<file path="config.mk">
export PLATFORM = sky130hd
export DESIGN_NAME = fetch_stage
export DESIGN_NICKNAME = d
export VERILOG_FILES = /design/src/cpu_pkg.sv /design/src/fetch_stage.sv
export VERILOG_INCLUDE_DIRS = /design/src
export SDC_FILE = /design/constraint.sdc
export NUM_CORES = 2
export LEC_CHECK = 0
export ABC_AREA = 1
export BUFFER_PORTS_ARGS = -buffer_cell sky130_fd_sc_hd__buf_4
export CORE_ASPECT_RATIO = 2
export CORE_UTILIZATION = 55
export CTS_CLUSTER_SIZE = 10
export DETAILED_ROUTE_END_ITERATION = 16
export PLACE_DENSITY = 0.67
export SLEW_MARGIN = 30
export SYNTH_ARGS = -nofsm -noshare
export SYNTH_HDL_FRONTEND = slang
export SYNTH_SLANG_ARGS = --single-unit
</file>
<file path="constraint.sdc">
create_clock -name clk -period 6.4 [get_ports clk]
set_clock_uncertainty 0.05 [all_clocks]
set_input_delay 0.64 -clock clk [delete_from_list [all_inputs] [get_ports clk]]
set_output_delay 0.64 -clock clk [all_outputs]
set_load 0.05 [all_outputs]
</file>
<file path="src/cpu_defs.svh">
/* widths, encodings and memory sizes shared by RTL and testbench
   both memories are 64 words, indexed by byte address bits [7:2] */
`ifndef CPU_DEFS_SVH
`define CPU_DEFS_SVH

`define CPU_XLEN       32
`define CPU_REG_BITS   5
`define CPU_MEM_WORDS  64
`define CPU_MEM_ABITS  6
`define CPU_RESET_PC   32'h0000_0000

// major opcodes
`define CPU_OP_RTYPE   7'b0110011
`define CPU_OP_ITYPE   7'b0010011
`define CPU_OP_LOAD    7'b0000011
`define CPU_OP_STORE   7'b0100011
`define CPU_OP_BRANCH  7'b1100011
`define CPU_OP_SYSTEM  7'b1110011

`define CPU_F3_ADD     3'b000  // add, sub, addi
`define CPU_F3_OR      3'b110
`define CPU_F3_AND     3'b111
`define CPU_F3_WORD    3'b010  // lw, sw
`define CPU_F3_BEQ     3'b000
`define CPU_F3_BNE     3'b001
`define CPU_F7_SUB     7'b0100000

`define CPU_HALT_REG   5'd17   // a7
`define CPU_HALT_CODE  32'd10

`endif

</file>
<file path="src/cpu_pkg.sv">
/* types shared by the pipeline stages
   an all-zero ctrl_t is a no-op */
`include "cpu_defs.svh"

package cpu_pkg;

    typedef logic [`CPU_XLEN-1:0] word_t;
    typedef logic [`CPU_REG_BITS-1:0] reg_idx_t;

    typedef enum logic [1:0] {
        alu_add = 2'd0,
        alu_sub = 2'd1,
        alu_and = 2'd2,
        alu_or  = 2'd3
    } alu_op_t;

    // operand source in execute
    typedef enum logic [1:0] {
        fwd_reg = 2'd0,  // value read in decode
        fwd_mem = 2'd1,  // EX/MEM alu result
        fwd_wb  = 2'd2   // MEM/WB writeback data
    } fwd_sel_t;

    typedef struct packed {
        logic    alu_src;    // second alu operand is the immediate
        alu_op_t alu_op;
        logic    mem_read;
        logic    mem_write;
        logic    reg_write;
        logic    branch;
        logic    branch_ne;  // bne when set
        logic    is_ecall;
    } ctrl_t;

endpackage

</file>
<file path="src/fetch_stage.sv">
/* imem is written through the load port while reset is held
   pc bits above the memory depth are ignored so fetch wraps */
`timescale 1ns/10ps
`include "cpu_defs.svh"

module fetch_stage (
    input  logic                      clk,
    input  logic                      reset,
    input  logic                      stall,
    input  logic                      flush,
    input  cpu_pkg::word_t            branch_target,
    input  logic                      imem_we,
    input  logic [`CPU_MEM_ABITS-1:0] imem_addr,
    input  cpu_pkg::word_t            imem_data,
    output cpu_pkg::word_t            if_inst,
    output cpu_pkg::word_t            if_pc
);
    cpu_pkg::word_t imem [`CPU_MEM_WORDS];
    cpu_pkg::word_t pc;
    cpu_pkg::word_t fetch_word;

    assign fetch_word = imem[pc[`CPU_MEM_ABITS+1:2]];  // async read

    always_ff @(posedge clk) begin
        if (imem_we) begin
            imem[imem_addr] <= imem_data;
        end
    end

    always_ff @(posedge clk) begin
        if (reset) begin
            pc <= `CPU_RESET_PC;
        end else if (flush) begin
            pc <= branch_target;  // redirect beats stall
        end else if (!stall) begin
            pc <= pc + 32'd4;
        end
    end

    // zero word in IF/ID decodes as a no-op
    always_ff @(posedge clk) begin
        if (reset || flush) begin
            if_inst <= '0;
            if_pc   <= '0;
        end else if (!stall) begin
            if_inst <= fetch_word;
            if_pc   <= pc;
        end
    end
endmodule

</file>
After elaboration in Yosys (flattened, before gate mapping):

Memory sizes are Yosys's and may differ from the RTL's. A register that Yosys moved wholly into a read port is not among the register bits.
Cells that the tools add are included.

* add/subtract/negate cells: 1
* reductions and logical operators: 2
* equal/unequal tests: 1
* mux-type cells: 4

Operators with widths (count)
* 32-bit 2-to-1 mux: 2
* 32-bit by 3-bit adder with 32-bit output, second input constant: 1
* 1-bit 2-to-1 mux: 2
* 2-bit by 1-bit != test with 1-bit output, second input constant: 1
* 1-bit logical NOT: 1
* 1-bit logical OR: 1

* register bits after elaboration: 64
* RAM bits: 2048
* memories: 1
* input port bits: 75

Memories
* imem: depth 64, width 32, read ports 1, clocked after memory_dff 1, write ports 1, RTL line fetch_stage.sv:18 `` cpu_pkg::word_t imem [`CPU_MEM_WORDS]; ``

Longest topological paths before layout:

* depth after elaboration: 3
* mapped depth: 17
* mapped depth without buffers: 13

Worst setup path after synthesis:

No wires, ideal clock.

* path kind: input to register
* from: input port imem_we
* to: memory imem[48][0] (netlist bit) (enable)
* required time: 5848 ps
* data arrival time: 4268 ps
* setup time: 502 ps
* buffers on the path: 1
* path slack: 1580 ps
* stages on the path: 3
* cell sequence: clkbuf_1 > nand4_1 > nor4_1

* word-level cells in the longest chain between the ends: 2

RTL lines
* start, declared: RTL line fetch_stage.sv:12 `input logic imem_we,`
* 1-bit 2-to-1 mux: RTL line fetch_stage.sv:25 `if (imem_we) begin`
* 1-bit 2-to-1 mux (implied by the code): RTL line fetch_stage.sv:26 `imem[imem_addr] <= imem_data;`
* end, declared: RTL line fetch_stage.sv:18

Every way passes these cells.

==> impl_metrics.env <==
export IMPL_fillers=12138
export IMPL_grt_max_degree=210
export IMPL_synthAdderAreaFrac_pct=0.0143
export IMPL_slowest_stage="inv_16"
export IMPL_synth_top_family_by_area="simple AND/OR/NAND/NOR gates"
export IMPL_core_sq_um=157000
export IMPL_synth_distinct_cells=35
export IMPL_synth_xor_xnor_area_share_pct=0.221
export IMPL_synth_edf_count=2048
export IMPL_setup_viol=0
export IMPL_outcome="finished, final reports clean"
export IMPL_ys_seq_elements=2144
export IMPL_post_dp_hpwl_um=136000
export IMPL_clockRootBuffer="clkbuf_16"
export IMPL_synthArstFlopShare_pct=0
export IMPL_nets=7749
export IMPL_syn_mean_instance_area_sq_um=11.4
export IMPL_synth_mux_area_share_pct=0
export IMPL_die_h_um=565
export IMPL_route_detailed_drc=0
export IMPL_drv_cap=0
export IMPL_relSlewSlack_pct=29.7
export IMPL_finalWirelength_um=243000
export IMPL_powerDensity_nw_per_um2=308
export IMPL_critPathTopFamily="buffers and inverters"
export IMPL_worst_pin_slew_ns=1.05
export IMPL_total_power_mw=29.8
export IMPL_initial_core_util_pct=55.4
export IMPL_end_kind="register"
export IMPL_critPathLaunch="pc[2]"
export IMPL_netlist_area_sq_um=87200
export IMPL_placed_area_sq_um=90100
export IMPL_ant_nets=0
export IMPL_fin_crit_sh_pct=56.0
export IMPL_met3_length_um=18000
export IMPL_crit_end="if_inst[27]"
export IMPL_wl_met2_um=127000
export IMPL_crit_required_ns=7.15
export IMPL_hold_path_depth=3
export IMPL_areaGrowthSynthToFinish_pct=11.0
export IMPL_dr_max_layer_used="met4"
export IMPL_utilization_pct=61.5
export IMPL_min_period_ns=3.58
export IMPL_synth_fp_nets=7704
export IMPL_grt_usage_pct=30.1
export IMPL_num_io_pins=139
export IMPL_vdd_ir_drop_max_uv=236
export IMPL_cts_inserted_buffers=240
export IMPL_r2r_setup_slack_ns=2.82
export IMPL_cpMostUsedCell="nand2_1"
export IMPL_fmax_ghz=0.279
export IMPL_grt_overflow=0
export IMPL_wire_per_inst_um=24.6
export IMPL_hold_class="in -> reg"
export IMPL_wl_met1_um=87500
export IMPL_path_buf_inv=4
export IMPL_path_class="reg -> reg"
export IMPL_grt_pass1_vias=57151
export IMPL_r2r_start="pc[2]"
export IMPL_drtIter0Drc=6264
export IMPL_rsz0062_at_grt="false"
export IMPL_hold_viol=0
export IMPL_cts_buffer_depth=4
export IMPL_reg2reg_to="if_inst[27]"
export IMPL_drive_gt1_share_pct=7.66
export IMPL_leakagePower_nw=34.0
export IMPL_antenna_found_initial=6
export IMPL_worstRegToRegCells=15
export IMPL_crit_path_start_kind="register"
export IMPL_htreeDepth=4
export IMPL_grt_pass1_wl_um=361000
export IMPL_seq_area_sq_um=63400
export IMPL_stdcell_area_sq_um=96800
export IMPL_crit_path_cell_trace="inv_16 -> buf_12 -> buf_16 -> nand2_1 -> nand2_1 -> nand2_1 -> nand2_1 -> nand2_1 -> nand2_1 -> inv_1 -> nand2_1 -> nand2_1 -> a21oi_1 -> nor2_1 -> nor2_1"
export IMPL_critPathArrivalTime_ns=4.33
export IMPL_cp_num_cells=15
export IMPL_numPortBuffers=138
export IMPL_tns_ns=0
export IMPL_die_width_um=284
export IMPL_via_per_inst=5.93
export IMPL_cp_max_fo=205
export IMPL_critical_path_max_stage_delay_ns=0.51
export IMPL_route_vias_total=58534
export IMPL_first_pass_iters=6
export IMPL_cts_setup_buffers=0
export IMPL_cts_tree="done"
export IMPL_syn_inst=7628
export IMPL_clock_latency_ns=0.89
export IMPL_synthSimpleGateAreaFrac_pct=16.2
export IMPL_synth_flop_cell="edfxtp_1"
export IMPL_yosysSeqAreaShare_pct=72.7
export IMPL_clk_pin_slew_ns=0.06
export IMPL_drv_slew=0
export IMPL_yosysWarnings=0
export IMPL_die_area_sq_um=160000
export IMPL_gp_congestion=0.940
export IMPL_synth_compound_area_share_pct=7.07
export IMPL_cts_sinks=2144
export IMPL_multi_input_area_sq_um=21000
export IMPL_rows=206
## tightest hold or removal path, stage by stage
cell     delay [ns]
buf_4          0.11
nand2_1        0.05
a31oi_1        0.07
## layout make-up
class | count | area share (%)
Antenna cell | 1 | 0.00259
Clock buffer | 361 | 6.74
Clock inverter | 4 | 0.0646
Inverter | 259 | 1.04
Multi-Input combinational cell | 4765 | 21.7
Sequential cell | 2144 | 65.5
Tap cell | 2080 | 2.69
Timing Repair Buffer | 263 | 2.26
## Yosys cell counts, drive strengths merged (44+ instances only)
| master | number | area, sq um |
|---|---|---|
| a21oi | 83 | 423 |
| buf | 265 | 1630 |
| clkbuf | 195 | 732 |
| clkinv | 44 | 165 |
| dfxtp | 96 | 1920 |
| edfxtp | 2048 | 61500 |
| inv | 215 | 810 |
| nand2 | 1375 | 5160 |
| nand3 | 464 | 2330 |
| nor2 | 1681 | 6310 |
| o211ai | 80 | 601 |
| o21ai | 947 | 4740 |
| o22ai | 50 | 313 |
## cells by family (layout without fill, tap and decap cells)
family	count (synthesis)	after routing
buffers and inverters	719	887
AND/OR/NAND/NOR	3568	3568
AO/OA/AOI/OAI	1174	1174
flip-flops	2144	2144
adder cells (fa/ha/maj)	1	1
other	0	1
XOR/XNOR	22	22
## how the worst min path moves through the flow
stage,from,to,slack [ns]
after floorplan,pc[0],if_pc[0],0.39
after detailed placement,if_pc[23],if_pc[23],0.41
after global routing,branch_target[11],pc[11],0.03
final,branch_target[15],pc[15],0.02
after global placement,if_pc[1],if_pc[1],0.40
after CTS,branch_target[15],pc[15],0.004
## layout by cell type (no fill, tap or decap), types with 3 or more instances in the layout
| cell | Yosys | final |
|---|---|---|
| clkbuf_1 | 195 | 118 |
| and3_1 | 9 | 9 |
| a21oi_1 | 81 | 81 |
| nor2_1 | 1679 | 1621 |
| dfxtp_1 | 96 | 92 |
| clkbuf_16 | 0 | 243 |
| dfxtp_4 | 0 | 3 |
| a31oi_1 | 13 | 13 |
| nor4_2 | 0 | 8 |
| edfxtp_1 | 2048 | 2048 |
| xor2_1 | 22 | 22 |
| o21ai_0 | 816 | 816 |
| nand4_1 | 15 | 15 |
| inv_4 | 1 | 3 |
| o21ai_1 | 131 | 131 |
| nor2_4 | 0 | 59 |
| clkinv_1 | 44 | 42 |
| nand2_1 | 1375 | 1375 |
| o211ai_1 | 80 | 80 |
| buf_4 | 66 | 244 |
| o22ai_1 | 50 | 50 |
| buf_12 | 2 | 13 |
| or2_2 | 3 | 3 |
| nand3_1 | 463 | 461 |
| nand3_2 | 1 | 3 |
| nor3_1 | 9 | 9 |
| inv_1 | 210 | 209 |
## sequential cells by signal, summed over array words and instances, names as in the netlist
register and flops:
if_inst 32, pc 32, if_pc 32, imem 2048
## per-stage QoR
step,cells,hold slack (ns),setup slack (ns)
5_1_grt,9877,0.0317,2.71
4_1_cts,9875,0.00358,3.01
3_5_place_dp,9508,0.406,2.90
2_1_floorplan,7628,0.388,1.58
3_3_place_gp,9506,0.405,2.83
6_report,9877,0.0207,2.82
## power breakdown
group / internal, mW / switching, mW
Combinational: 0.559 / 1.68
Clock: 6.89 / 5.16
Sequential: 15.5 / 0.0685
## routing by layer
layer  global-route usage [%]  up-vias
met5                        0        -
met3                     3.78      584
met4                     13.5        0
met2                     54.0     2812
met1                     36.4    28765
li1                         -    26373
## what timing repair did
item	CTS	global route
resized for setup	0	0
hold buffers	2	0
endpoints found under the hold margin	2	0
Note: power is estimated with default switching activity, not from simulation.
