### src/cpu_defs.svh
/* widths, encodings and memory sizes shared by RTL and testbench
   both memories are 64 words, indexed by byte address bits [7:2] */
`ifndef CPU_DEFS_SVH
`define CPU_DEFS_SVH

`define CPU_XLEN       32
`define CPU_REG_BITS   5
`define CPU_MEM_WORDS  64
`define CPU_MEM_ABITS  6
`define CPU_RESET_PC   32'h0000_0000

// major opcodes
`define CPU_OP_RTYPE   7'b0110011
`define CPU_OP_ITYPE   7'b0010011
`define CPU_OP_LOAD    7'b0000011
`define CPU_OP_STORE   7'b0100011
`define CPU_OP_BRANCH  7'b1100011
`define CPU_OP_SYSTEM  7'b1110011

`define CPU_F3_ADD     3'b000  // add, sub, addi
`define CPU_F3_OR      3'b110
`define CPU_F3_AND     3'b111
`define CPU_F3_WORD    3'b010  // lw, sw
`define CPU_F3_BEQ     3'b000
`define CPU_F3_BNE     3'b001
`define CPU_F7_SUB     7'b0100000

`define CPU_HALT_REG   5'd17   // a7
`define CPU_HALT_CODE  32'd10

`endif

### src/cpu_pkg.sv
/* types shared by the pipeline stages
   an all-zero ctrl_t is a no-op */
`include "cpu_defs.svh"

package cpu_pkg;

    typedef logic [`CPU_XLEN-1:0] word_t;
    typedef logic [`CPU_REG_BITS-1:0] reg_idx_t;

    typedef enum logic [1:0] {
        alu_add = 2'd0,
        alu_sub = 2'd1,
        alu_and = 2'd2,
        alu_or  = 2'd3
    } alu_op_t;

    // operand source in execute
    typedef enum logic [1:0] {
        fwd_reg = 2'd0,  // value read in decode
        fwd_mem = 2'd1,  // EX/MEM alu result
        fwd_wb  = 2'd2   // MEM/WB writeback data
    } fwd_sel_t;

    typedef struct packed {
        logic    alu_src;    // second alu operand is the immediate
        alu_op_t alu_op;
        logic    mem_read;
        logic    mem_write;
        logic    reg_write;
        logic    branch;
        logic    branch_ne;  // bne when set
        logic    is_ecall;
    } ctrl_t;

endpackage

### src/fwd_if.sv
/* destination results of EX/MEM and MEM/WB
   mem_data is always the alu result since loads never forward from EX/MEM */
`timescale 1ns/10ps

interface fwd_if;
    logic              mem_reg_write;
    cpu_pkg::reg_idx_t mem_rd;
    cpu_pkg::word_t    mem_data;
    logic              wb_reg_write;  // also the register file write port
    cpu_pkg::reg_idx_t wb_rd;
    cpu_pkg::word_t    wb_data;

    modport source (
        output mem_reg_write, mem_rd, mem_data,
        output wb_reg_write, wb_rd, wb_data
    );

    modport sink (
        input mem_reg_write, mem_rd, mem_data,
        input wb_reg_write, wb_rd, wb_data
    );
endinterface

### src/memory_stage.sv
/* dmem reads combinationally and writes at the edge, word addressed by alu[7:2]
   is_halted stays high from the halting ecall's writeback until reset */
`timescale 1ns/10ps
`include "cpu_defs.svh"

module memory_stage (
    input  logic              clk,
    input  logic              reset,
    input  cpu_pkg::ctrl_t    mem_ctrl,
    input  cpu_pkg::word_t    mem_alu,
    input  cpu_pkg::word_t    mem_store,
    input  cpu_pkg::reg_idx_t mem_rd,
    input  logic              mem_halt,
    fwd_if.source             fwd,
    output logic              is_halted
);
    cpu_pkg::word_t            dmem [`CPU_MEM_WORDS];
    logic [`CPU_MEM_ABITS-1:0] dmem_addr;
    cpu_pkg::word_t            load_data;
    logic                      wb_reg_write;
    logic                      wb_load;
    cpu_pkg::reg_idx_t         wb_rd;
    cpu_pkg::word_t            wb_alu;
    cpu_pkg::word_t            wb_load_data;

    assign dmem_addr = mem_alu[`CPU_MEM_ABITS+1:2];
    assign load_data = dmem[dmem_addr];

    always_ff @(posedge clk) begin
        if (mem_ctrl.mem_write) begin
            dmem[dmem_addr] <= mem_store;
        end
    end

    // EX/MEM forwarding source
    assign fwd.mem_reg_write = mem_ctrl.reg_write;
    assign fwd.mem_rd        = mem_rd;
    assign fwd.mem_data      = mem_alu;

    always_ff @(posedge clk) begin
        if (reset) begin
            wb_reg_write <= 1'b0;
            is_halted    <= 1'b0;
        end else begin
            wb_reg_write <= mem_ctrl.reg_write;
            is_halted    <= is_halted | mem_halt;  // sticky
        end
    end

    always_ff @(posedge clk) begin
        wb_load      <= mem_ctrl.mem_read;
        wb_rd        <= mem_rd;
        wb_alu       <= mem_alu;
        wb_load_data <= load_data;
    end

    assign fwd.wb_reg_write = wb_reg_write;
    assign fwd.wb_rd        = wb_rd;
    assign fwd.wb_data      = wb_load ? wb_load_data : wb_alu;
endmodule

### src/flat_wrapper.sv
// flat-port wrapper written by rule: the top's interface ports become plain ports
module memory_stage_flat 
  (clk, reset, mem_ctrl, mem_alu, mem_store, mem_rd, mem_halt, is_halted, fwd_mem_reg_write, fwd_mem_rd, fwd_mem_data, fwd_wb_reg_write, fwd_wb_rd, fwd_wb_data);
  fwd_if fwd_i ();
  input  logic clk;
  input  logic reset;
  input  cpu_pkg::ctrl_t mem_ctrl;
  input  cpu_pkg::word_t mem_alu;
  input  cpu_pkg::word_t mem_store;
  input  cpu_pkg::reg_idx_t mem_rd;
  input  logic mem_halt;
  output logic is_halted;
  output wire logic [$bits(fwd_i.mem_reg_write)-1:0] fwd_mem_reg_write;
  output wire logic [$bits(fwd_i.mem_rd)-1:0] fwd_mem_rd;
  output wire logic [$bits(fwd_i.mem_data)-1:0] fwd_mem_data;
  output wire logic [$bits(fwd_i.wb_reg_write)-1:0] fwd_wb_reg_write;
  output wire logic [$bits(fwd_i.wb_rd)-1:0] fwd_wb_rd;
  output wire logic [$bits(fwd_i.wb_data)-1:0] fwd_wb_data;
  assign fwd_mem_reg_write = fwd_i.mem_reg_write;
  assign fwd_mem_rd = fwd_i.mem_rd;
  assign fwd_mem_data = fwd_i.mem_data;
  assign fwd_wb_reg_write = fwd_i.wb_reg_write;
  assign fwd_wb_rd = fwd_i.wb_rd;
  assign fwd_wb_data = fwd_i.wb_data;
  memory_stage u_core (.clk(clk), .reset(reset), .mem_ctrl(mem_ctrl), .mem_alu(mem_alu), .mem_store(mem_store), .mem_rd(mem_rd), .mem_halt(mem_halt), .fwd(fwd_i), .is_halted(is_halted));
endmodule
### config.mk
export PLATFORM = sky130hd
export DESIGN_NAME = memory_stage_flat
export DESIGN_NICKNAME = d
export VERILOG_FILES = /design/src/cpu_pkg.sv /design/src/fwd_if.sv /design/src/memory_stage.sv /design/src/flat_wrapper.sv
export VERILOG_INCLUDE_DIRS = /design/src
export SDC_FILE = /design/constraint.sdc
export NUM_CORES = 2
export LEC_CHECK = 0
export BUFFER_PORTS_ARGS = -buffer_cell sky130_fd_sc_hd__clkbuf_2
export CORE_MARGIN = 1
export CORE_UTILIZATION = 61
export DETAILED_ROUTE_END_ITERATION = 10
export PLACE_DENSITY = 0.78
export SETUP_SLACK_MARGIN = 0.5
export SYNTH_ARGS = -nofsm -noshare
export SYNTH_HDL_FRONTEND = slang
export SYNTH_SLANG_ARGS = --single-unit
### constraint.sdc
create_clock -name clk -period 8.48 [get_ports clk]
set_clock_uncertainty 0.05 [all_clocks]
set_input_delay 0.848 -clock clk [delete_from_list [all_inputs] [get_ports clk]]
set_output_delay 0.848 -clock clk [all_outputs]
set_load 0.05 [all_outputs]
### Word level (Yosys, flattened, before mapping)

Memory sizes are Yosys's and may differ from the RTL's. A register that Yosys moved wholly into a read port is not among the register bits.
Cells that the tools add are included.

* register bits: 40
* logic and storage cells: 10
* memory bits (writable): 2048
* memories: 1

* muxes and demuxes: 3
* bitwise operators: 1

Memory list
* u_core.dmem: depth 64, bits a word 32, read ports 1, clocked after memory_dff 1, wr ports 1, line memory_stage.sv:17 `` cpu_pkg::word_t dmem [`CPU_MEM_WORDS]; ``

Operator list (count)
* two-way mux 32 bit: 1
* two-way mux 1 bit: 2
* bitwise OR 1 bit: 1

### Depth between registers and ports, before layout

* depth in word-level cells: 2
* mapped depth: 12

### Worst setup path before layout

Ideal clock, no wire load.

* path kind: input to register
* start: in mem_alu[2]
* end: mem u_core.dmem[12][0] in the netlist's numbering, enable pin
* path buffers: 5
* required time: 8.009 ns
* slack: 4.272 ns
* arrival time: 3.737 ns
* setup time: 0.421 ns
* stages: 8
* path through: buf_6 > nor2_1 > clkbuf_1 > buf_2 > buf_2 > buf_1 > nand3_1 > nor2_1

RTL lines
* start: declaration: line flat_wrapper.sv:8 `input cpu_pkg::word_t mem_alu;`
* end: declaration: line memory_stage.sv:17

No word-level cell before the write port.

==> qor.yml <==
outcome: "finished, violations left"
violations: "capacitance limit, slew limit"
clk_pin_slew_worst_paths_ns: 0.06
clock_latency_ns: 0.85
hp-start: "mem_ctrl[5]"
routed.top_layer: "met5"
cts_root_buffer: "clkbuf_16"
place_congestion: 0.855
ios: 158
crit_arrival_ns: 5.08
cp-end-kind: "register"
cp_common_cell: "buf_4"
drive_gt1_frac: 0.192
async_reset_ff_frac: 0
ys_types: 56
first_global_vias: 45371
leakage_nw: 28.3
antenna_found_initial: 9
post_drt_wl_per_cell_um: 34.2
tightestPinTransition_ns: 1.51
cts_num_sinks: 2120
cp-start-kind: "input port"
regArea_um2: 62900
num_vias: 46634
clock_path_buffers: 3
cts_made_buffers: 196
cts_hold_buf: 0
crit_buf_inv: 4
syn-num-nets: 4479
yosysTopAreaCellShare: 0.769
hold_end: "u_core.wb_load"
placed_cell_area_um2: 83000
antenna_left: 0
die_w_um: 364
drc: 0
fmax_mhz: 223
synth_area_leaders: "edfxtp_1, a221oi_1, mux4_2, dfxtp_1, mux2i_1"
cap_violations: 1
setup_tns_ns: 0
hold_class: "in2reg"
start_util: 0.616
reg2reg_depth: 5
period_share: 0.530
synth_seq_cells: 2120
detailed_place_hpwl_um: 115000
timing.final.crit_period_ns: 4.49
cp_slowest_cell: "a2111oi_1"
fin_cells: 6451
slew_headroom: -0.00600
stdcell_area_um2: 89300
met2WireLength_um: 102000
yosys.area.top_type: "edfxtp_1"
netlist_instances: 4398
die_area_um2: 133000
multi_input_area_um2: 15800
finalHoldViolCount: 0
wl_met3_um: 34300
syn_area_um2: 79900
gr-total-overflow: 0
fillCellCount: 7796
cts_tree: "done"
hold_depth: 1
cts_resized: 0
worst_ep_required_time_ns: 9.07
r2r_end: "u_core.wb_load_data[5]"
power_density_nw_per_um2: 241
crit_path_max_fanout: 129
cp_cell_sequence: "buf_8 -> buf_12 -> nor2b_4 -> buf_4 -> buf_4 -> a221oi_1 -> o22ai_1 -> a2111oi_1 -> nand4_1"
rows: 132
ys_warn_count: 0
grt_max_degree: 142
cts_htree_levels: 4
core_um2: 130000
ys.flop_type: "edfxtp_1"
wl_um: 220000
critical_path.max_stage_delay_ns: 1.35
die_y_um: 364
avgSynthCellArea_um2: 18.2
ys_seq_area_frac: 0.787
rr_startpoint: "u_core.dmem[11][5]"
critPathTopFamily: "compound AO/OA/AOI/OAI gates"
synth_edf_count: 2048
r2r_slack_ns: 5.43
rsz0062_at_grt: "no"
setup-violations-final: 0
peakVddDrop_mv: 0.186
drv_slew: 2
dp_cells: 6077
crit_type: "in2reg"
port_buffers: 151
drt-initial-drc-count: 8616
postCtsSetupRepairBufs: 0
syn2layout_area_growth_pct: 11.7
drtPass1Iterations: 6
nets: 4614
grt_first_pass_wirelength_um: 312000
m1WireLength_um: 74300
grt.total_usage: 0.332
drt-vias-per-instance: 7.23
==> worst max path at each step <==
stage / start / cells after the start / endpoint
3_5_place_dp: mem_alu[3] / 8 / u_core.wb_load_data[17]
5_1_grt: mem_alu[3] / 9 / u_core.wb_load_data[15]
2_1_floorplan: mem_alu[2] / 8 / u_core.dmem[12][0]
3_3_place_gp: mem_alu[3] / 8 / u_core.wb_load_data[17]
6_report: mem_alu[3] / 9 / u_core.wb_load_data[5]
4_1_cts: mem_alu[3] / 9 / u_core.wb_load_data[5]
==> layer usage <==
layer / vias up / GRT usage
met3: 696 / 0.104
met2: 4242 / 0.510
li1: 18566 / -
met1: 23128 / 0.439
met4: 2 / 0.145
met5: - / 0
==> area by class of cell <==
class	count	area share
Timing Repair Buffer	300	0.0224
Clock buffer	267	0.0609
Tap cell	1742	0.0244
Inverter	2	0.000196
Sequential cell	2120	0.705
Multi-Input combinational cell	1913	0.177
Antenna cell	5	0.000140
Clock inverter	102	0.00972
==> logic make-up (layout without fill, tap and decap cells) <==
| kind of cell | count (synthesis) | after routing | share of synthesized area |
|---|---|---|---|
| flops | 2120 | 2120 | 0.787 |
| other cells | 0 | 5 | 0 |
| simple gates | 411 | 411 | 0.0236 |
| buf+inv | 365 | 671 | 0.0215 |
| compound gates | 1145 | 1145 | 0.105 |
| mux | 357 | 357 | 0.0626 |
==> worst reg2reg max path: stages, from the launching register on <==
cell and delay, ns:
edfxtp_1 0.42, a22o_1 0.23, a22o_1 0.19, or4_1 0.54, a2111oi_1 1.25, nand4_1 0.16
==> state kept, by name (all words and copies together), names as in the netlist <==
name	flops
u_core.dmem	2048
u_core.wb_alu	32
u_core.wb_load_data	32
u_core.fwd.wb_rd	5
u_core.fwd.wb_reg_write	1
u_core.is_halted	1
u_core.wb_load	1
==> placed cells by master (no fill, tap or decap), types with 29 or more instances in the layout <==
cell type,instances
a22o_1,70
dfxtp_1,71
a22oi_1,172
o21ai_0,128
o22ai_1,97
buf_4,141
a21oi_1,189
a221oi_1,379
clkbuf_16,202
a211oi_1,29
edfxtp_1,2048
clkbuf_1,51
mux2i_1,137
clkbuf_2,148
nand2_1,45
clkinv_1,43
nor2_4,66
mux2_2,117
mux4_2,103
nor2_1,173
==> cells in the mapped netlist (2+ instances only) <==
| cell type | count |
|---|---|
| or3_1 | 19 |
| o2111ai_1 | 2 |
| or3b_2 | 2 |
| a2111oi_0 | 4 |
| nand4_1 | 14 |
| and3b_1 | 2 |
| nor3b_1 | 16 |
| buf_2 | 97 |
| a211oi_1 | 29 |
| a22o_1 | 70 |
| o32ai_1 | 3 |
| mux2i_1 | 137 |
| o22ai_1 | 97 |
| buf_4 | 47 |
| o221ai_1 | 21 |
| o21ai_0 | 128 |
| or2_2 | 15 |
| edfxtp_1 | 2048 |
| and3_1 | 4 |
| nand3_1 | 9 |
| nor4_1 | 3 |
| a22oi_1 | 172 |
| o211ai_1 | 15 |
| mux2_2 | 117 |
| buf_6 | 7 |
| a221oi_1 | 379 |
| dfxtp_1 | 72 |
| mux4_2 | 103 |
| a221o_1 | 2 |
| nand3b_1 | 3 |
| a2111oi_2 | 9 |
| nand2_1 | 45 |
| nor2_1 | 239 |
| or4_1 | 13 |
| a21oi_1 | 189 |
| nor2b_1 | 6 |
| o22a_1 | 17 |
| clkbuf_1 | 160 |
| buf_1 | 51 |
| nor3_1 | 16 |
==> power by group <==
group	internal [mW]	total (mW)	switching (mW)
clock network	4.86	8.64	3.78
logic	0.342	1.26	0.919
registers	11.6	11.6	0.0375
total	16.8	21.5	4.73
==> stage by stage <==
| step | hold slack [ns] | setup slack (ns) | power, mW | utilization |
|---|---|---|---|---|
| floorplan | 0.522 | 4.27 | 12.5 | - |
| global placement | 0.402 | 3.47 | 13.0 | 0.639 |
| detailed placement | 0.422 | 3.45 | 13.1 | 0.639 |
| CTS | 0.0389 | 4.27 | 21.5 | 0.688 |
| global route | 0.0727 | 3.91 | 22.0 | 0.688 |
| finish | 0.0781 | 3.99 | 21.5 | 0.688 |
Note: power is estimated with default switching activity, not from simulation.
