--- src/cpu_defs.svh ---
/* widths, encodings and memory sizes shared by RTL and testbench
   both memories are 64 words, indexed by byte address bits [7:2] */
`ifndef CPU_DEFS_SVH
`define CPU_DEFS_SVH

`define CPU_XLEN       32
`define CPU_REG_BITS   5
`define CPU_MEM_WORDS  64
`define CPU_MEM_ABITS  6
`define CPU_RESET_PC   32'h0000_0000

// major opcodes
`define CPU_OP_RTYPE   7'b0110011
`define CPU_OP_ITYPE   7'b0010011
`define CPU_OP_LOAD    7'b0000011
`define CPU_OP_STORE   7'b0100011
`define CPU_OP_BRANCH  7'b1100011
`define CPU_OP_SYSTEM  7'b1110011

`define CPU_F3_ADD     3'b000  // add, sub, addi
`define CPU_F3_OR      3'b110
`define CPU_F3_AND     3'b111
`define CPU_F3_WORD    3'b010  // lw, sw
`define CPU_F3_BEQ     3'b000
`define CPU_F3_BNE     3'b001
`define CPU_F7_SUB     7'b0100000

`define CPU_HALT_REG   5'd17   // a7
`define CPU_HALT_CODE  32'd10

`endif

--- src/cpu_pkg.sv ---
/* types shared by the pipeline stages
   an all-zero ctrl_t is a no-op */
`include "cpu_defs.svh"

package cpu_pkg;

    typedef logic [`CPU_XLEN-1:0] word_t;
    typedef logic [`CPU_REG_BITS-1:0] reg_idx_t;

    typedef enum logic [1:0] {
        alu_add = 2'd0,
        alu_sub = 2'd1,
        alu_and = 2'd2,
        alu_or  = 2'd3
    } alu_op_t;

    // operand source in execute
    typedef enum logic [1:0] {
        fwd_reg = 2'd0,  // value read in decode
        fwd_mem = 2'd1,  // EX/MEM alu result
        fwd_wb  = 2'd2   // MEM/WB writeback data
    } fwd_sel_t;

    typedef struct packed {
        logic    alu_src;    // second alu operand is the immediate
        alu_op_t alu_op;
        logic    mem_read;
        logic    mem_write;
        logic    reg_write;
        logic    branch;
        logic    branch_ne;  // bne when set
        logic    is_ecall;
    } ctrl_t;

endpackage

--- src/fwd_if.sv ---
/* destination results of EX/MEM and MEM/WB
   mem_data is always the alu result since loads never forward from EX/MEM */
`timescale 1ns/10ps

interface fwd_if;
    logic              mem_reg_write;
    cpu_pkg::reg_idx_t mem_rd;
    cpu_pkg::word_t    mem_data;
    logic              wb_reg_write;  // also the register file write port
    cpu_pkg::reg_idx_t wb_rd;
    cpu_pkg::word_t    wb_data;

    modport source (
        output mem_reg_write, mem_rd, mem_data,
        output wb_reg_write, wb_rd, wb_data
    );

    modport sink (
        input mem_reg_write, mem_rd, mem_data,
        input wb_reg_write, wb_rd, wb_data
    );
endinterface

--- src/execute_stage.sv ---
/* forwarding prefers EX/MEM over MEM/WB and never forwards x0
   a taken branch raises flush combinationally while it sits in ID/EX */
`timescale 1ns/10ps
`include "cpu_defs.svh"

module execute_stage (
    input  logic              clk,
    input  logic              reset,
    input  cpu_pkg::ctrl_t    ex_ctrl,
    input  cpu_pkg::word_t    ex_rs1_data,
    input  cpu_pkg::word_t    ex_rs2_data,
    input  cpu_pkg::word_t    ex_imm,
    input  cpu_pkg::word_t    ex_pc,
    input  cpu_pkg::reg_idx_t ex_rs1,
    input  cpu_pkg::reg_idx_t ex_rs2,
    input  cpu_pkg::reg_idx_t ex_rd,
    fwd_if.sink               fwd,
    output logic              flush,
    output cpu_pkg::word_t    branch_target,
    output cpu_pkg::ctrl_t    mem_ctrl,
    output cpu_pkg::word_t    mem_alu,
    output cpu_pkg::word_t    mem_store,
    output cpu_pkg::reg_idx_t mem_rd,
    output logic              mem_halt
);
    cpu_pkg::fwd_sel_t sel_a;
    cpu_pkg::fwd_sel_t sel_b;
    cpu_pkg::word_t    op_a;
    cpu_pkg::word_t    op_b;
    cpu_pkg::word_t    alu_b;
    cpu_pkg::word_t    alu_out;
    logic              halt;

    function automatic cpu_pkg::fwd_sel_t pick(input cpu_pkg::reg_idx_t rs);
        if (rs == '0) begin
            return cpu_pkg::fwd_reg;
        end else if (fwd.mem_reg_write && fwd.mem_rd == rs) begin
            return cpu_pkg::fwd_mem;  // youngest result first
        end else if (fwd.wb_reg_write && fwd.wb_rd == rs) begin
            return cpu_pkg::fwd_wb;
        end
        return cpu_pkg::fwd_reg;
    endfunction

    function automatic cpu_pkg::word_t operand(input cpu_pkg::fwd_sel_t sel,
                                               input cpu_pkg::word_t reg_val);
        case (sel)
            cpu_pkg::fwd_mem: return fwd.mem_data;
            cpu_pkg::fwd_wb:  return fwd.wb_data;
            default:          return reg_val;
        endcase
    endfunction

    always_comb begin
        sel_a = pick(ex_rs1);
        sel_b = pick(ex_rs2);
        op_a  = operand(sel_a, ex_rs1_data);
        op_b  = operand(sel_b, ex_rs2_data);
        alu_b = ex_ctrl.alu_src ? ex_imm : op_b;
        case (ex_ctrl.alu_op)
            cpu_pkg::alu_sub: alu_out = op_a - alu_b;
            cpu_pkg::alu_and: alu_out = op_a & alu_b;
            cpu_pkg::alu_or:  alu_out = op_a | alu_b;
            default:          alu_out = op_a + alu_b;
        endcase
    end

    assign flush         = ex_ctrl.branch && ((op_a == op_b) != ex_ctrl.branch_ne);
    assign branch_target = ex_pc + ex_imm;
    assign halt          = ex_ctrl.is_ecall && (op_a == `CPU_HALT_CODE);  // op_a is a7 here

    always_ff @(posedge clk) begin
        if (reset) begin
            mem_ctrl <= '0;
            mem_halt <= 1'b0;
        end else begin
            mem_ctrl <= ex_ctrl;
            mem_halt <= halt;
        end
    end

    always_ff @(posedge clk) begin
        mem_alu   <= alu_out;
        mem_store <= op_b;  // forwarded sw data
        mem_rd    <= ex_rd;
    end
endmodule

--- src/flat_wrapper.sv ---
// flat-port wrapper written by rule: the top's interface ports become plain ports
module execute_stage_flat 
  (clk, reset, ex_ctrl, ex_rs1_data, ex_rs2_data, ex_imm, ex_pc, ex_rs1, ex_rs2, ex_rd, flush, branch_target, mem_ctrl, mem_alu, mem_store, mem_rd, mem_halt, fwd_mem_reg_write, fwd_mem_rd, fwd_mem_data, fwd_wb_reg_write, fwd_wb_rd, fwd_wb_data);
  fwd_if fwd_i ();
  input  logic clk;
  input  logic reset;
  input  cpu_pkg::ctrl_t ex_ctrl;
  input  cpu_pkg::word_t ex_rs1_data;
  input  cpu_pkg::word_t ex_rs2_data;
  input  cpu_pkg::word_t ex_imm;
  input  cpu_pkg::word_t ex_pc;
  input  cpu_pkg::reg_idx_t ex_rs1;
  input  cpu_pkg::reg_idx_t ex_rs2;
  input  cpu_pkg::reg_idx_t ex_rd;
  output logic flush;
  output cpu_pkg::word_t branch_target;
  output cpu_pkg::ctrl_t mem_ctrl;
  output cpu_pkg::word_t mem_alu;
  output cpu_pkg::word_t mem_store;
  output cpu_pkg::reg_idx_t mem_rd;
  output logic mem_halt;
  input wire logic [$bits(fwd_i.mem_reg_write)-1:0] fwd_mem_reg_write;
  input wire logic [$bits(fwd_i.mem_rd)-1:0] fwd_mem_rd;
  input wire logic [$bits(fwd_i.mem_data)-1:0] fwd_mem_data;
  input wire logic [$bits(fwd_i.wb_reg_write)-1:0] fwd_wb_reg_write;
  input wire logic [$bits(fwd_i.wb_rd)-1:0] fwd_wb_rd;
  input wire logic [$bits(fwd_i.wb_data)-1:0] fwd_wb_data;
  assign fwd_i.mem_reg_write = fwd_mem_reg_write;
  assign fwd_i.mem_rd = fwd_mem_rd;
  assign fwd_i.mem_data = fwd_mem_data;
  assign fwd_i.wb_reg_write = fwd_wb_reg_write;
  assign fwd_i.wb_rd = fwd_wb_rd;
  assign fwd_i.wb_data = fwd_wb_data;
  execute_stage u_core (.clk(clk), .reset(reset), .ex_ctrl(ex_ctrl), .ex_rs1_data(ex_rs1_data), .ex_rs2_data(ex_rs2_data), .ex_imm(ex_imm), .ex_pc(ex_pc), .ex_rs1(ex_rs1), .ex_rs2(ex_rs2), .ex_rd(ex_rd), .fwd(fwd_i), .flush(flush), .branch_target(branch_target), .mem_ctrl(mem_ctrl), .mem_alu(mem_alu), .mem_store(mem_store), .mem_rd(mem_rd), .mem_halt(mem_halt));
endmodule
--- config.mk ---
export PLATFORM = sky130hd
export DESIGN_NAME = execute_stage_flat
export DESIGN_NICKNAME = d
export VERILOG_FILES = /design/src/cpu_pkg.sv /design/src/fwd_if.sv /design/src/execute_stage.sv /design/src/flat_wrapper.sv
export VERILOG_INCLUDE_DIRS = /design/src
export SDC_FILE = /design/constraint.sdc
export NUM_CORES = 1
export LEC_CHECK = 0
export BUFFER_PORTS_ARGS = -buffer_cell sky130_fd_sc_hd__buf_2
export CAP_MARGIN = 0
export CORE_MARGIN = 10
export CORE_UTILIZATION = 30
export DETAILED_ROUTE_END_ITERATION = 6
export GPL_ROUTABILITY_DRIVEN = 0
export PLACE_DENSITY = 0.52
export SLEW_MARGIN = 20
export SYNTH_ARGS = -nofsm -noshare
export SYNTH_HDL_FRONTEND = slang
export SYNTH_SLANG_ARGS = --single-unit
--- constraint.sdc ---
create_clock -name clk -period 17 [get_ports clk]
set_input_delay 0 -clock clk [delete_from_list [all_inputs] [get_ports clk]]
set_output_delay 0 -clock clk [all_outputs]
set_load 0.05 [all_outputs]
## Word-level counts from Yosys, hierarchy flattened

Cells that the tools add are included.

- $add $sub $neg: 3
- Equal/unequal tests: 14
- Muxes and demuxes: 18
- Bitwise gates (word level): 2
- Reduce and logical (&&, ||, !) cells: 8

Operators by type and width:

| kind | count |
|---|---|
| $pmux 32 s2 | 2 |
| $pmux 32 s3 | 1 |
| $add 32x32->32 | 2 |
| $and 32x32->32 | 1 |
| $eq 32x32->1 | 1 |
| $eq 32x4->1 const B | 1 |
| $mux 32 | 1 |
| $or 32x32->32 | 1 |
| $sub 32x32->32 | 1 |
| $eq 5x5->1 | 4 |
| $mux 2 | 8 |
| $logic_not 5->1 | 2 |
| $eq 2x2->1 const B | 4 |
| $eq 2x1->1 const B | 3 |
| $logic_and 1x1->1 | 6 |
| $mux 1 | 6 |
| $ne 1x1->1 | 1 |

- Register bits after elaboration: 79
- Bits of input ports: 230
- Output and inout port bits: 112
- Word-level logic and storage cells: 57

## Longest topological paths before layout

- Word-level depth: 11
- Gate-level depth with buffers: 28
- Depth with buffers taken out: 25

## Worst setup path after synthesis

No wires, ideal clock.

- Path type: input to register
- From: input ex_ctrl[8] (netlist name)
- To: register u_core.mem_alu[31]
- Setup time: 0.060 ns
- Arrival time: 5.672 ns
- Required time: 16.940 ns
- Path slack: 11.268 ns
- Stages: 23
- Path buffers: 5
- Cells stage by stage: clkbuf_1 > clkbuf_1 > clkbuf_1 > clkbuf_1 > clkbuf_1 > mux2i_1 > ha_1 > o21ai_0 > a21o_1 > or4b_4 > o41ai_1 > xor2_1 > ha_1 > a21o_1 > a21oi_1 > or3b_2 > a21oi_1 > nor3_1 > o311ai_0 > a211o_1 > a32oi_1 > a311oi_1 > and3_1

- Word-level cells in the longest chain between the ends: 3

RTL lines:

| element | line | source |
|---|---|---|
| start, declared | flat_wrapper.sv:7 | `input cpu_pkg::ctrl_t ex_ctrl;` |
| $mux 32 * | execute_stage.sv:59 | `alu_b = ex_ctrl.alu_src ? ex_imm : op_b;` |
| $add 32x32->32 (tied with other cells) | execute_stage.sv:64 | `default: alu_out = op_a + alu_b;` |
| $pmux 32 s3 * | execute_stage.sv:60 | `case (ex_ctrl.alu_op)` |
| named net u_core.alu_out[31] | execute_stage.sv:31 | `cpu_pkg::word_t alu_out;` |
| end signal, assigned | execute_stage.sv:83 | `mem_alu <= alu_out;` |
| end, declared | execute_stage.sv:21 | `output cpu_pkg::word_t mem_alu,` |

The timed path passes the listed nets; every way through them passes the cells marked *.
A chain may end at the register's enable or synchronous reset.

## Worst setup path after layout

- From: input fwd_mem_rd[4]
- To: register u_core.mem_alu[31]

- Word-level cells in the longest chain between the ends: 10

RTL lines:

| element | line | source |
|---|---|---|
| start, declared | flat_wrapper.sv:23 | `input wire logic [$bits(fwd_i.mem_rd)-1:0] fwd_mem_rd;` |
| $eq 5x5->1 * | execute_stage.sv:37 | `end else if (fwd.mem_reg_write && fwd.mem_rd == rs) begin` |
| $logic_and 1x1->1 * | execute_stage.sv:37 |  |
| $mux 2 or $mux 1 (tied branches) | execute_stage.sv:37 |  |
| $mux 2 or $mux 1 (tied branches) | execute_stage.sv:35 | `if (rs == '0) begin` |
| $mux 2 * | execute_stage.sv:42 | `return cpu_pkg::fwd_reg;` |
| $eq 2x2->1 or $eq 2x1->1 (tied branches) | execute_stage.sv:47 | `case (sel)` |
| $pmux 32 s2 * | execute_stage.sv:47 |  |
| named net u_core.op_b[3] | execute_stage.sv:29 | `cpu_pkg::word_t op_b;` |
| $mux 32 * | execute_stage.sv:59 |  |
| $add 32x32->32 or $sub 32x32->32 (tied branches) | execute_stage.sv:64, execute_stage.sv:61 |  |
| $pmux 32 s3 * | execute_stage.sv:60 |  |
| named net u_core.alu_out[31] | execute_stage.sv:31 |  |

Marked as above.

==> implementation parameters <==
Parameter                              Value

Logic synthesis
  Dominant cell type by area after synthesis    dfxtp_1
  Area of the mapped netlist    8510 um^2
  Number of unique standard cell types used by synthesis    between 60 and 70
  Post-synthesis cell count    ~1100
  Count leader, synth    nand2_1
  Post-synth ARST share    0%
  Cell types occupying the most area after synthesis    dfxtp_1 (19%), ha_1 (11%), xnor2_1 (7.0%), xor2_1 (6.5%), nand2_1 (6.2%)
  Synthesized net count    ~1400
  Number of synthesis warnings    0
  Seq/Total Area, Yosys    between 10% and 20%
  Mean instance size in the synthesized netlist    slightly below 8 um^2
  Synthesis-stage register bit count    between 70 and 80
  Number of synthesized flops with an enable pin    0
  Area share of the largest cell type after synthesis    a little under a fifth
  Primary flip-flop cell chosen by synthesis mapping    dfxtp_1
  Synth cell count leaders    nand2_1 (141), dfxtp_1 (79), ha_1 (72)

Timing
  Upper clock frequency limit    ~0.16 GHz
  Total of endpoints with negative setup slack in the final report    0
  Worst Max-Slew Pin Slew    0.875 ns
  Final period utilization    roughly 36%
  RSZ-0062 raised after global routing    no
  Final hold violations    0
  Sum Neg Setup Slack    0 ns
  Number of pins with negative max-slew slack in the final report    0
  Max-slew headroom    between 40% and 50%
  Final Critical Period    around 6 ns

Drt
  Mean routed wirelength per cell    between 20 and 25 um
  Residual DRC count    0
  Number of vias after detailed routing    about 9800
  Remaining antenna violation count    0
  Total length of routed wires    ~40000 um
  Number of design-rule violations left by the first detailed-router iteration    just under 700
  Via/cell ratio    5.28
  Detailed Routing Iterations Pass 1    5

GRT
  GRT Resource Usage Total    21.6%
  Vias in the first global route    10200
  Wire length of the first global-routing pass    approximately 60000 um
  GR Util met3    5.59%
  Met2 usage in global routing    a little under two fifths
  Antenna violations before repair    11
  Global-route congestion overflow total    0
  Most Crowded Layer GR    met2
  Routing usage on met1    between 20% and 30%
  Largest net degree at the start of global routing    64

Power
  PD cells    around 90 nW/um^2
  Leakage power of the design    around 5.3 nW
  Max IR drop VDD    ~0.048 mV

CTS
  Clock-pin slew reported for the worst setup and hold paths after clock tree synthesis    around 0.07 ns
  Post-CTS repair timing setup buffer count    0
  Buffer type at the clock tree root    clkbuf_16
  Num CTS Buffers    9
  H-tree lvl count    3
  TritonCTS clock tree    built
  Maximum number of buffers from clock root to sink    2
  Number of clock sinks    79

Layout
  Final-stage net count    1759
  Final Core Density    between 40 and 50%
  Area Overhead vs Synth    32.4%
  Post-route cell area    ~11000 um^2
  Share of cells above drive strength 1    between 20 and 30%

Die
  Standard cell core area    approximately 28000 um^2
  Die width    roughly 190 um
  Count of pins on the block boundary    about 340
  Effective utilization at floorplan    30.6%
  Floorplan die height    roughly 190 um
  Die area    around 36000 um^2
  Row cnt    61

Worst setup path
  Maximum net fanout on the critical path    19
  Slowest library cell on the worst path    or4_4
  Sum of buffers and inverters on the critical path    1
  CP arrival    between 6 and 7 ns
  Cell Chain, Critical Path    buf_2 > xnor2_1 > nand4_1 > o211a_2 > and2_4 > a221o_1 > or4_4 > a21o_1 > or4b_4 > o41ai_1 > xor2_1 > ha_1 > a21o_1 > a21oi_1 > or3b_2 > a21oi_1 > nor3_1 > o311ai_0 > a211o_1 > a32oi_1 > a311oi_1 > and3_1
  Critical Path Start Type    input port
  Family of cells with the greatest summed delay on the critical path    compound AO/OA/AOI/OAI gates
  Req. time, crit path    about 17 ns
  Worst Path Class, Setup    input port to flop
  Maximum single-stage delay on the critical path    about 0.54 ns
  Type of element capturing the critical path    flop

Hold path
  Number of cells on the worst hold path    2
  Worst min path class    input port to flop
  Worst Hold End    u_core.mem_store[10]
  Worst hold path startpoint    ex_rs2_data[10]

Status
  Result of the run    finished clean

Place
  Detailed Place HPWL    approximately 34000 um
  Post-detailed-placement cell area    10600 um^2
  Port buffer count    341

Flow run
  # Max-Cap Violations    0
final cells by class:
cell class	instances	area, um^2
Antenna cell	9	22.5
Clock buffer	12	267
Clock inverter	4	76.3
Fill cell	2972	16600
Inverter	37	139
Multi-Input combinational cell	948	6640
Sequential cell	79	1580
Tap cell	378	473
Timing Repair Buffer	380	2070
metrics by stage:
step                instances  total power (W)  hold WS [ns]  setup WS, ns
floorplan                1107         0.000619        0.0277         11.27
global route             1847          0.00106        0.0229         10.52
finish                   1847         0.000999        0.0181         10.91
global placement         1792         0.000776         0.104         10.89
CTS                      1838          0.00101       0.00141         11.02
detailed placement       1792         0.000775         0.105         10.69
where the power goes:
part	internal [W]	switching, W
clock network	0.000141	0.0000809
logic	0.000182	0.000375
registers	0.000213	0.00000683
total	0.000536	0.000463
state kept, by name, summed over array words and instances, names as in the netlist:
name and flops:
u_core.mem_ctrl 9, u_core.mem_halt 1, u_core.mem_store 32, u_core.mem_rd 5, u_core.mem_alu 32
layout by cell type, fill, tap and decap left out, types with 8 or more instances in the layout:
cell,synthesis,layout
buf_2,2,341
nand2_1,141,141
dfxtp_1,79,79
ha_1,72,72
xnor2_1,68,68
xor2_1,63,63
a21oi_1,63,61
nor2_1,60,60
o21ai_0,59,59
nand3_1,40,40
a221o_1,38,38
inv_1,37,37
a21o_1,31,31
dlygate4sd3_1,0,30
and3_1,27,27
nor3_1,26,26
maj3_1,24,24
o21a_1,20,20
nor2b_1,19,19
mux2_2,19,19
nor4_1,18,18
nand2b_1,18,18
and2_1,12,12
mux2i_1,12,12
o31ai_1,12,12
diode_2,0,9
a31oi_1,9,9
clkbuf_16,0,9
buf_4,0,9
a211oi_1,8,8
nand4_1,8,8
kinds of logic after synthesis:
group	Yosys count	share of synthesized area (%)
XOR/XNOR	131	13.5
AND/OR/NAND/NOR	400	23.1
multiplexers	31	3.92
AO/OA/AOI/OAI	288	23.4
adder cells (fa/ha/maj)	98	13.9
flip-flops	79	18.6
buffers and inverters	80	3.64
per-layer routing:
layer,vias to the layer above,part of all wire [%],wire length [um]
li1,4739,-,-
met1,4537,40,16000
met2,411,49,19700
met3,68,8.2,3280
met4,4,2.9,1160
met5,-,0.077,31
worst max path at each step:
stage,cells past startpoint,from,slack [ns],endpoint
2_1_floorplan,23,ex_ctrl[8],11.27,u_core.mem_alu[31]
3_3_place_gp,22,ex_rs2[3],10.89,u_core.mem_alu[31]
3_5_place_dp,22,fwd_mem_rd[4],10.69,u_core.mem_alu[31]
4_1_cts,22,fwd_mem_rd[4],11.02,u_core.mem_alu[31]
5_1_grt,25,fwd_mem_rd[0],10.52,u_core.mem_alu[31]
6_report,22,fwd_mem_rd[4],10.91,u_core.mem_alu[31]
timing repair:
item | CTS | global route
hold endpoints to repair | 22 | 0
hold buffers | 30 | 0
endpoints found under the setup margin | 0 | 0
resized for setup | 0 | 0
No activity file was read; power rests on OpenSTA's default activity.
